### src/acia_settings.svh
`ifndef ACIA_SETTINGS_SVH
`define ACIA_SETTINGS_SVH

// clocks per 16x tick, fast rate
// kept small so a frame fits in a short simulation
`define ACIA_DIV_FAST 16

// clocks per 16x tick, slow rate
`define ACIA_DIV_SLOW 64

// identical rx samples needed before the filtered level flips
// must be at least 2
`define ACIA_FILTER_LEN 4

`endif

### src/acia_line_pkg.sv
package acia_line_pkg;

	// control bits 1:0
	typedef enum logic [1:0] {
		HOLD   = 2'b00,
		FAST   = 2'b01,
		SLOW   = 2'b10,
		MRESET = 2'b11
	} rate_e;

	// start + 8 data + stop
	localparam int FRAME_BITS = 10;

	// 16x oversampling
	localparam int SUBTICKS = 16;

	// high nibble counts bits, low nibble counts subticks
	typedef logic [7:0] bitcnt_t;

endpackage

### src/acia_reg_pkg.sv
package acia_reg_pkg;

	// one address bit selects the register pair
	typedef enum logic {
		CTRL_STAT = 1'b0,
		DATA      = 1'b1
	} reg_addr_e;

	// control byte as written by the host
	typedef struct packed {
		// bit 7
		logic                 rx_irq_en;
		// bits 6:5, 01 enables the tx empty interrupt
		logic [1:0]           tx_irq_mode;
		// bits 4:2, word select, only 8N1 exists here
		logic [2:0]           word_sel;
		// bits 1:0
		acia_line_pkg::rate_e rate;
	} ctrl_t;

	// status byte bit positions
	localparam int STAT_RDRF = 0;
	localparam int STAT_TDRE = 1;
	localparam int STAT_FE   = 4;
	localparam int STAT_OVRN = 5;
	localparam int STAT_IRQ  = 7;

endpackage

### src/acia_control.sv
`include "acia_settings.svh"

module acia_control (
	input  logic                 clk,
	input  logic                 reset,
	input  logic                 cyc,
	input  logic                 stb,
	input  logic                 we,
	input  logic                 adr,
	input  logic [7:0]           dat_w,
	output logic                 ack,
	output logic                 tick,
	output acia_line_pkg::rate_e rate,
	output logic                 rx_irq_en,
	output logic [1:0]           tx_irq_mode,
	output logic                 wr_data,
	output logic                 rd_data,
	output acia_reg_pkg::reg_addr_e rd_addr,
	output logic [7:0]           wr_byte,
	output logic                 master_reset
);

	// prescaler wide enough for the larger divider
	localparam int DIV_MAX = (`ACIA_DIV_SLOW > `ACIA_DIV_FAST) ? `ACIA_DIV_SLOW : `ACIA_DIV_FAST;
	localparam int DIV_W = $clog2(DIV_MAX);

	logic                    req;
	logic                    take;
	logic                    wr_ctrl;
	acia_reg_pkg::reg_addr_e sel;
	acia_reg_pkg::ctrl_t     ctrl;
	logic [DIV_W-1:0]        pre_cnt;
	logic [DIV_W-1:0]        div_last;
	logic                    running;

	assign req = cyc && stb;
	// new request only when not already acking the previous one
	assign take = req && !ack;
	assign sel = acia_reg_pkg::reg_addr_e'(adr);

	// read mux address follows the bus directly
	assign rd_addr = sel;

	always_ff @(posedge clk) begin
		if (reset) begin
			ack <= 1'b0;
			wr_ctrl <= 1'b0;
			wr_data <= 1'b0;
			rd_data <= 1'b0;
		end else begin
			ack <= take;
			// access pulses line up with ack
			wr_ctrl <= take && we && (sel == acia_reg_pkg::CTRL_STAT);
			wr_data <= take && we && (sel == acia_reg_pkg::DATA);
			// only a data read has side effects
			rd_data <= take && !we && (sel == acia_reg_pkg::DATA);
		end
	end

	// write data captured with the request
	always_ff @(posedge clk) begin
		if (take && we)
			wr_byte <= dat_w;
	end

	always_ff @(posedge clk) begin
		if (reset)
			ctrl <= '0;
		else if (wr_ctrl)
			ctrl <= acia_reg_pkg::ctrl_t'(wr_byte);
	end

	assign rate = ctrl.rate;
	assign rx_irq_en = ctrl.rx_irq_en;
	assign tx_irq_mode = ctrl.tx_irq_mode;
	assign master_reset = (ctrl.rate == acia_line_pkg::MRESET);

	// 16x tick generator
	assign running = (ctrl.rate == acia_line_pkg::FAST) || (ctrl.rate == acia_line_pkg::SLOW);
	assign div_last = (ctrl.rate == acia_line_pkg::FAST) ?
		DIV_W'(`ACIA_DIV_FAST - 1) : DIV_W'(`ACIA_DIV_SLOW - 1);

	always_ff @(posedge clk) begin
		if (reset || !running) begin
			pre_cnt <= '0;
			tick <= 1'b0;
		end else if (pre_cnt == div_last) begin
			pre_cnt <= '0;
			tick <= 1'b1;
		end else begin
			pre_cnt <= pre_cnt + 1'b1;
			tick <= 1'b0;
		end
	end

endmodule

### src/acia_receiver.sv
`include "acia_settings.svh"

module acia_receiver (
	input  logic       clk,
	input  logic       reset,
	input  logic       tick,
	input  logic       master_reset,
	input  logic       rd_data,
	input  logic       rx,
	output logic [7:0] rx_byte,
	output logic       rx_full,
	output logic       rx_overrun,
	output logic       rx_frame_err
);

	// first sample half a bit from now, then one per bit until the stop bit
	localparam acia_line_pkg::bitcnt_t START_CNT = {
		4'(acia_line_pkg::FRAME_BITS - 1),
		4'(acia_line_pkg::SUBTICKS / 2 - 1)
	};

	logic [`ACIA_FILTER_LEN-1:0] filt;
	logic                        rx_level;
	acia_line_pkg::bitcnt_t      cnt;
	logic [7:0]                  shift;
	logic                        buf_free;

	// glitch filter, level flips only on a full run of equal samples
	always_ff @(posedge clk) begin
		if (reset || master_reset) begin
			filt <= '1;
			rx_level <= 1'b1;
		end else begin
			filt <= {filt[`ACIA_FILTER_LEN-2:0], rx};
			if (filt == '0)
				rx_level <= 1'b0;
			else if (filt == '1)
				rx_level <= 1'b1;
		end
	end

	// a read in the same cycle frees the data register
	assign buf_free = !rx_full || rd_data;

	always_ff @(posedge clk) begin
		if (reset || master_reset) begin
			cnt <= '0;
			rx_full <= 1'b0;
			rx_overrun <= 1'b0;
			rx_frame_err <= 1'b0;
		end else begin
			// data read clears the receive flags
			if (rd_data) begin
				rx_full <= 1'b0;
				rx_overrun <= 1'b0;
			end
			if (tick) begin
				if (cnt == '0) begin
					// idle, wait for a start bit
					if (!rx_level)
						cnt <= START_CNT;
				end else begin
					cnt <= cnt - 8'd1;
					// mid-bit, lsb arrives first
					if (cnt[3:0] == 4'd0)
						shift <= {rx_level, shift[7:1]};
					// stop bit sample
					if (cnt == 8'd1) begin
						if (rx_level) begin
							if (buf_free)
								rx_byte <= shift;
							else
								rx_overrun <= 1'b1;
							rx_full <= 1'b1;
							rx_frame_err <= 1'b0;
						end else begin
							// byte dropped
							rx_frame_err <= 1'b1;
						end
					end
				end
			end
		end
	end

endmodule

### src/acia_status_read.sv
module acia_status_read (
	input  logic                    clk,
	input  logic                    reset,
	input  logic                    rd_data,
	input  acia_reg_pkg::reg_addr_e rd_addr,
	input  logic                    ack,
	input  logic [7:0]              rx_byte,
	input  logic                    rx_full,
	input  logic                    rx_overrun,
	input  logic                    rx_frame_err,
	input  logic                    tx_empty,
	input  logic                    rx_irq_en,
	input  logic [1:0]              tx_irq_mode,
	output logic [7:0]              dat_r,
	output logic                    irq
);

	logic [7:0] status;

	// rx full with rx irq on, or tx empty in mode 01
	assign irq = (rx_irq_en && rx_full) || ((tx_irq_mode == 2'b01) && tx_empty);

	always_comb begin
		// cts, dcd and parity bits read as zero
		status = '0;
		status[acia_reg_pkg::STAT_RDRF] = rx_full;
		status[acia_reg_pkg::STAT_TDRE] = tx_empty;
		status[acia_reg_pkg::STAT_FE] = rx_frame_err;
		status[acia_reg_pkg::STAT_OVRN] = rx_overrun;
		status[acia_reg_pkg::STAT_IRQ] = irq;
	end

	// sampled in the request cycle, held through ack
	always_ff @(posedge clk) begin
		if (reset)
			dat_r <= '0;
		else if (rd_data)
			// bus data drops back to zero after a data read
			dat_r <= '0;
		else if (!ack)
			dat_r <= (rd_addr == acia_reg_pkg::DATA) ? rx_byte : status;
	end

endmodule

### src/acia_top.sv
module acia_top (
	input  logic       clk,
	input  logic       reset,
	input  logic       cyc,
	input  logic       stb,
	input  logic       we,
	input  logic       adr,
	input  logic [7:0] dat_w,
	input  logic       rx,
	output logic [7:0] dat_r,
	output logic       ack,
	output logic       tx,
	output logic       irq
);

	// decoded bus and control register
	logic                    tick;
	logic                    rx_irq_en;
	logic [1:0]              tx_irq_mode;
	logic                    wr_data;
	logic                    rd_data;
	acia_reg_pkg::reg_addr_e rd_addr;
	logic [7:0]              wr_byte;
	logic                    master_reset;

	// receiver state
	logic [7:0] rx_byte;
	logic       rx_full;
	logic       rx_overrun;
	logic       rx_frame_err;

	// transmitter state
	logic tx_empty;

	acia_control u_control (
		.clk          (clk),
		.reset        (reset),
		.cyc          (cyc),
		.stb          (stb),
		.we           (we),
		.adr          (adr),
		.dat_w        (dat_w),
		.ack          (ack),
		.tick         (tick),
		.rate         (),
		.rx_irq_en    (rx_irq_en),
		.tx_irq_mode  (tx_irq_mode),
		.wr_data      (wr_data),
		.rd_data      (rd_data),
		.rd_addr      (rd_addr),
		.wr_byte      (wr_byte),
		.master_reset (master_reset)
	);

	acia_receiver u_receiver (
		.clk          (clk),
		.reset        (reset),
		.tick         (tick),
		.master_reset (master_reset),
		.rd_data      (rd_data),
		.rx           (rx),
		.rx_byte      (rx_byte),
		.rx_full      (rx_full),
		.rx_overrun   (rx_overrun),
		.rx_frame_err (rx_frame_err)
	);

	acia_transmitter u_transmitter (
		.clk          (clk),
		.reset        (reset),
		.tick         (tick),
		.master_reset (master_reset),
		.wr_data      (wr_data),
		.wr_byte      (wr_byte),
		.tx           (tx),
		.tx_empty     (tx_empty)
	);

	acia_status_read u_status_read (
		.clk          (clk),
		.reset        (reset),
		.rd_data      (rd_data),
		.rd_addr      (rd_addr),
		.ack          (ack),
		.rx_byte      (rx_byte),
		.rx_full      (rx_full),
		.rx_overrun   (rx_overrun),
		.rx_frame_err (rx_frame_err),
		.tx_empty     (tx_empty),
		.rx_irq_en    (rx_irq_en),
		.tx_irq_mode  (tx_irq_mode),
		.dat_r        (dat_r),
		.irq          (irq)
	);

endmodule

### src/acia_transmitter.sv
module acia_transmitter (
	input  logic       clk,
	input  logic       reset,
	input  logic       tick,
	input  logic       master_reset,
	input  logic       wr_data,
	input  logic [7:0] wr_byte,
	output logic       tx,
	output logic       tx_empty
);

	localparam int SHIFT_W = acia_line_pkg::FRAME_BITS + 1;

	// first tick shifts the start bit out
	localparam acia_line_pkg::bitcnt_t LOAD_CNT = {4'(acia_line_pkg::FRAME_BITS), 4'd0};

	logic [SHIFT_W-1:0]     shifter;
	acia_line_pkg::bitcnt_t cnt;
	logic [7:0]             hold_byte;
	logic                   hold_valid;

	// stop, data, start, plus an idle one in front
	function automatic logic [SHIFT_W-1:0] frame_of(input logic [7:0] b);
		return {1'b1, b, 1'b0, 1'b1};
	endfunction

	// shifter fills with ones so the line idles high
	assign tx = shifter[0];

	always_ff @(posedge clk) begin
		if (reset || master_reset) begin
			shifter <= '1;
			cnt <= '0;
			tx_empty <= 1'b1;
			hold_valid <= 1'b0;
		end else begin
			if (tick && (cnt != '0)) begin
				if (cnt[3:0] == 4'd0)
					shifter <= {1'b1, shifter[SHIFT_W-1:1]};
				cnt <= cnt - 8'd1;
				// end of stop bit
				if (cnt == 8'd1) begin
					if (hold_valid) begin
						// back-to-back restart from the buffer
						shifter <= frame_of(hold_byte);
						cnt <= LOAD_CNT;
						hold_valid <= 1'b0;
					end else begin
						tx_empty <= 1'b1;
					end
				end
			end else if ((cnt == '0) && hold_valid) begin
				// buffer filled just as the frame ended
				shifter <= frame_of(hold_byte);
				cnt <= LOAD_CNT;
				hold_valid <= 1'b0;
				tx_empty <= 1'b0;
			end

			if (wr_data) begin
				if ((cnt == '0) && !hold_valid) begin
					shifter <= frame_of(wr_byte);
					cnt <= LOAD_CNT;
					tx_empty <= 1'b0;
				end else begin
					// busy, park it, a later write overwrites
					hold_byte <= wr_byte;
					hold_valid <= 1'b1;
				end
			end
		end
	end

endmodule

### config.mk
export PLATFORM = sky130hd
export DESIGN_NAME = acia_top
export DESIGN_NICKNAME = d
export VERILOG_FILES = /design/src/acia_line_pkg.sv /design/src/acia_reg_pkg.sv /design/src/acia_control.sv /design/src/acia_receiver.sv /design/src/acia_status_read.sv /design/src/acia_top.sv /design/src/acia_transmitter.sv
export VERILOG_INCLUDE_DIRS = /design/src
export SDC_FILE = /design/constraint.sdc
export NUM_CORES = 1
export LEC_CHECK = 0
export BUFFER_PORTS_ARGS = -buffer_cell sky130_fd_sc_hd__clkbuf_2
export CORE_MARGIN = 2
export CORE_UTILIZATION = 54
export DETAILED_ROUTE_END_ITERATION = 10
export GPL_ROUTABILITY_DRIVEN = 0
export PLACE_DENSITY = 0.75
export SYNTH_ARGS = -nofsm -noshare
export SYNTH_HDL_FRONTEND = slang
export SYNTH_HIERARCHICAL = 1
export SYNTH_SLANG_ARGS = --single-unit
### constraint.sdc
create_clock -name clk -period 2.4 [get_ports clk]
set_input_delay 0.48 -clock clk [delete_from_list [all_inputs] [get_ports clk]]
set_output_delay 0.48 -clock clk [all_outputs]
set_load 0.05 [all_outputs]
==> results.md, run 1 <==
- Status: finished, final reports clean
- Final clock skew: 0.00645 ns
- Die span in y: 90.2 microns
- VDD IR max: 420 uV
- Final setup vio count: 0
- Worst slew margin: 0.336
- Top cells by area, synth: dfxtp_1 30%, edfxtp_1 24%, nor2_1 3.1%
- Fin nets: 442
- Synth warnings: 6
- Final hold violation count: 0
- Fmax: 0.451 GHz
- Synth Cell Area: 0.00402 sq mm
- Maxcap violations: 0
- Final Util: 0.627
- H-tree Lvls: 3
- Die area: 0.00814 sq mm
- Cell count after synthesis: 385
- Sinks on Clock Net: 93
- Hold buffer count at CTS: 0
- Synth Area per Inst: 10.4 sq um
- Clock-pin slew on the worst setup and hold paths: 0.09 ns
- Final instance area: 0.00452 sq mm
- Via density: 5.90
- Worst min path class: in -> reg
- Share of flip-flops with an asynchronous set or reset: 0
- Buffers on Ports: 25
- Gr ovfl total: 0
- DR vias: 3085
- Post-CTS Setup Inserts: 0
- CTS tree: yes
- Slowest CP cell: or3b_2
- LEAKAGE: 1.68 nW
- Drt pass-1 iters: 4
- Initial core utilization: 0.557
- Post-synth EDFFs: 32
- Io pins: 26
- Fin crit period: 2.22 ns
- Post-synth top flop: dfxtp_1
- Power per cell area: 640 mW/mm^2
- Worst Max-Slew Pin Slew: 0.988 ns
- Setup crit start kind: flop
- Buffer levels on the longest clock path: 2
- Post-synth top area cell: dfxtp_1
- Cell Chain, Critical Path: inv_1 > ha_1 > or3b_2 > or4_4 > nor2_1 > a31oi_1
- Area post-placement: 0.00431 sq mm
- Worst path max stage delay: 0.57 ns
- DR DRC count: 0
- Buf/Inv on CP: 1
- Final wirelength: 8290 microns
- Row cnt: 31
- Number of global-route vias before repair: 2942
- First-pass GRT wire length: 13900 microns
- Synthesis-stage register bit count: 93
- CP top delay family: simple AND/OR/NAND/NOR gates
- Fin. max-slew vios: 0
- Area grow syn2layout: 12.6%
- CTS Buf Count: 9
- # fillers: 630
- Multi-input gate area: 0.00170 sq mm
- Post-synth top area share: 0.304
- Iter 0 DRT Violations: 278
- Initial antenna violation count: 0
- Sequential share of the synthesized area: 0.543
- Worst Path Arrival: 2.45 ns
- Final ANT Viol Nets: 0
- Syn_nets: 408
- Layout cell share with drive strength beyond 1: 0.186
- Total power: 2.89 mW
- Diode count: 0
- RSZ-0062 raised after global routing: false
- Clk_lat worst skew: 0.35 ns
- Largest net degree at the start of global routing: 24
- Count leader, synth: dfxtp_1
- GRT Overall Usage: 0.211
- CP endpoint kind: flop
- Post-CTS Resized: 0
- Synth unique cells: 64
- Core ar.: 0.00721 sq mm
- DR WL/cell: 15.8 microns
- Data required, critical path: 2.64 ns
- Clock root buffer: clkbuf_8
- Hpwl dp: 5880 microns
- Reg area: 0.00218 sq mm
- Die X: 90.2 microns
- Worst Path Max Fanout: 11
- Kind of critical path: reg -> reg
- Post-route setup TNS: 0 ns
- Top cells by count, synth: 61 x dfxtp_1, 33 x nor2_1, 32 x edfxtp_1, 29 x nand2_1, 22 x a21oi_1
- Tcrit/Tclk final: 0.924
[placed cells by master (no fill, tap or decap), drive strengths merged, types with 9 or more instances in the layout]
cell type / n
nand2: 29
o21ai: 17
nand3: 14
a31oi: 11
nor4: 9
buf: 17
edfxtp: 32
clkbuf: 36
mux2i: 12
dfxtp: 61
nor3: 15
a21oi: 25
nor2: 33
inv: 14
[stage by stage]
step	cells	hold WS [ns]	setup slack, ns
after floorplan	385	0.400	0.151
after global placement	507	0.405	0.287
after detailed placement	507	0.409	0.228
after CTS	523	0.281	0.201
after global routing	523	0.284	0.0469
final	523	0.300	0.182
[metal layers]
metal,GRT usage,vias up,share of wire
met3,0.0427,13,0.046
li1,-,1499,-
met4,0.0718,0,0.0097
met2,0.333,86,0.48
met1,0.290,1487,0.46
met5,0,-,0
[power breakdown]
group,internal [mW],switching (mW),total (mW)
Clock,0.572,0.541,1.11
Sequential,1.64,0.0168,1.66
Combinational,0.0434,0.0824,0.126
[worst register-to-register path: cells and delay by family, from the launching register on]
kind	cells	cell delay (ns)
buffers and inverters	1	0.09
AOI/OAI and AO/OA	1	0.05
adders and majority gates	1	0.35
and+or+nand+nor	3	1.26
DFF	1	0.36
[flip-flops by register name, summed over array words and instances, names as in the netlist, 2 cells and up]
register                 flops
u_transmitter/hold_byte      8
u_transmitter/shifter       11
u_control/tx_irq_mode        2
u_status_read/dat_r          8
u_receiver/rx_byte           8
u_transmitter/cnt            8
u_receiver/shift             8
u_control/wr_byte            8
u_receiver/filt              4
u_receiver/cnt               8
u_control/pre_cnt            6
u_control/rate               2
[area by class of cell]
cell class | instances | share of cell area
Timing Repair Buffer | 42 | 0.0559
Sequential cell | 93 | 0.482
Clock inverter | 5 | 0.0122
Tap cell | 99 | 0.0274
Multi-Input combinational cell | 260 | 0.376
Inverter | 13 | 0.0108
Clock buffer | 11 | 0.0360
[kinds of logic after synthesis]
| group | count (synthesis) | synth area share |
|---|---|---|
| DFF | 93 | 0.543 |
| buffers and inverters | 32 | 0.0336 |
| xor gates and xnor gates | 5 | 0.0109 |
| muxes | 16 | 0.0411 |
| AOI/OAI and AO/OA | 88 | 0.147 |
| and+or+nand+nor | 143 | 0.199 |
| adders and majority gates | 8 | 0.0249 |
[worst paths after layout]
path,startpoint,endpoint,slack (ns),depth (start not counted)
worst max-delay path,u_transmitter/cnt[0],u_transmitter/shifter[5],0.18,6
worst min-delay path,dat_w[2],u_control/wr_byte[2],0.30,1
worst max register to register,u_transmitter/cnt[0],u_transmitter/shifter[5],0.18,6
worst min register to register,u_receiver/shift[0],u_receiver/rx_byte[0],0.43,0
Note: power is estimated with default switching activity, not from simulation.
==> inputs of run 2 (changes only) <==
Settings changed: CTS_CLUSTER_SIZE set to 16, PLACE_DENSITY 0.75 to 0.84, RECOVER_POWER set to 50.
==> results.md, run 2 (synthesis results as in run 1) <==
- Buffers on Ports: 25 (unchanged)
- Worst min path class: in -> reg
- DR WL/cell: 15.8 microns (-0.22%)
- Power per cell area: 632 mW/mm^2 (-1.3%)
- Gr ovfl total: 0 (unchanged)
- GRT Overall Usage: 0.213 (+0.00183)
- Fin nets: 441 (-0.23%)
- Diode count: 0 (unchanged)
- Initial core utilization: 0.557 (unchanged)
- Setup crit start kind: flop
- Crit path launch: u_transmitter/cnt[0]
- Hold buffer count at CTS: 0 (unchanged)
- Number of global-route vias before repair: 3110 (+5.7%)
- Worst slew margin: 0.303 (-0.0329)
- Max FFs per register: 11 (unchanged)
- Core ar.: 0.00721 sq mm (unchanged)
- Die X: 90.2 microns (unchanged)
- Area grow syn2layout: 11.7%
- Final hold violation count: 0 (unchanged)
- Commonest non-fill, non-tap cell in the layout: dfxtp_1
- Commonest cells after routing, fill and taps aside: 61 x dfxtp_1, 33 x nor2_1, 32 x edfxtp_1
- Via density: 5.99 (+1.6%)
- Reg-to-reg endpoint: u_transmitter/shifter[6]
- First-pass GRT wire length: 14100 microns (+1.2%)
- Post-route setup TNS: 0 ns (unchanged)
- Clock root buffer: clkbuf_8
- Kind of critical path: reg -> reg
- CP endpoint kind: flop
- # fillers: 616 (-2.2%)
- Largest net degree at the start of global routing: 24 (unchanged)
- Buffer levels on the longest clock path: 2 (unchanged)
- Clk_lat worst skew: 0.37 ns (+0.02 ns)
- Data required, critical path: 2.66 ns (+0.02 ns)
- Hpwl dp: 5930 microns (+0.89%)
- CTS tree: yes
- RSZ-0062 raised after global routing: false
- Final clock skew: 0.0137 ns (+0.00724 ns)
- Post-CTS Setup Inserts: 0 (unchanged)
- DR DRC count: 0 (unchanged)
- Initial antenna violation count: 0 (unchanged)
- Fin. max-slew vios: 0 (unchanged)
- R2R setup slack: 0.19 ns (about the same)
- Final wirelength: 8250 microns (-0.41%)
- Worst Path Max Fanout: 11 (unchanged)
- Die area: 0.00814 sq mm (unchanged)
- Io pins: 26 (unchanged)
- Fmax: 0.453 GHz (+0.47%)
- Post-CTS Resized: 0 (unchanged)
- Non-Filler Instances: 522 (-0.19%)
- Worst Max-Slew Pin Slew: 1.04 ns (+0.0490 ns)
- Status: finished, final reports clean
- R2r startpoint: u_transmitter/cnt[0]
- CP Capture Point: u_transmitter/shifter[6]
- Final setup vio count: 0 (unchanged)
- Layout cell share with drive strength beyond 1: 0.175 (-0.0114)
- Maxcap violations: 0 (unchanged)
- LEAKAGE: 1.66 nW (-0.82%)
- Tcrit/Tclk final: 0.920 (-0.00429)
- Drt pass-1 iters: 5 (+1)
- Row cnt: 31 (unchanged)
- Final ANT Viol Nets: 0 (unchanged)
- Die span in y: 90.2 microns (unchanged)
- Worst Path Arrival: 2.46 ns (about the same)
- VDD IR max: 629 uV (+50%)
- Fin crit period: 2.21 ns (-0.0103 ns)
- H-tree Lvls: 3 (unchanged)
- Clock-pin slew on the worst setup and hold paths: 0.11 ns (+0.02 ns)
- Iter 0 DRT Violations: 225 (-19%)
- Worst R2R Path Depth: 6 (unchanged)
- Sinks on Clock Net: 93 (unchanged)
- DR vias: 3128 (+1.4%)
- Placed cells: 506 (-0.20%)
- CTS Buf Count: 9 (unchanged)
- Top reg by flops: u_transmitter/shifter
## run 2: worst min-delay path by stage
stage / from / endpoint / slack (ns) / cells after the start
final: dat_w[6] / u_control/wr_byte[6] / 0.28 / 1
after global routing: dat_w[5] / u_control/wr_byte[5] / 0.26 / 1
after CTS: dat_w[6] / u_control/wr_byte[6] / 0.27 / 1
after detailed placement: u_receiver/shift[0] / u_receiver/rx_byte[0] / 0.42 / 0
after global placement: u_receiver/shift[0] / u_receiver/rx_byte[0] / 0.41 / 0
after floorplan: u_receiver/shift[0] / u_receiver/rx_byte[0] / 0.40 / 0
## run 2: routing by layer
layer | global-route usage | vias to the layer above | share of wire
met1 | 0.255 | 1505 | 0.42
met2 | 0.368 | 114 | 0.51
met3 | 0.0595 | 15 | 0.056
met4 | 0.0692 | 0 | 0.017
li1 | - | 1494 | -
met5 | 0 | - | 0
## run 2: worst max-delay path: stages (launching register included)
cell,delay [ns]
dfxtp_1,0.36
inv_1,0.09
ha_1,0.36
or3b_2,0.59
or4_4,0.55
nor2_1,0.11
a31oi_1,0.05
## run 2: stage by stage
step                      power, mW  cell area [sq um]  hold WS, ns  utilization  worst slack [ns]
after floorplan                1.78               4020        0.400            -             0.151
after global placement         1.81               4300        0.410        0.596             0.303
after detailed placement       1.82               4300        0.420        0.596             0.214
after CTS                      2.86               4510        0.271        0.625             0.211
after global routing           2.94               4490        0.259        0.622            0.0397
final                          2.83               4490        0.283        0.622             0.192
## run 2: layout make-up
cell class	count	area, sq um	share of cell area
clock inverter	7	88.8	0.0198
tap	99	124	0.0276
timing repair buffer	41	240	0.0535
clock buffer	9	124	0.0276
sequential	93	2180	0.486
multi-input combinational	260	1680	0.374
inverter	13	48.8	0.0109
## run 2: power breakdown
group / leakage (nW) / internal (mW) / switching [mW]
clock network: 0.107 / 0.424 / 0.628
registers: 0.769 / 1.64 / 0.0168
logic: 0.787 / 0.0434 / 0.0827
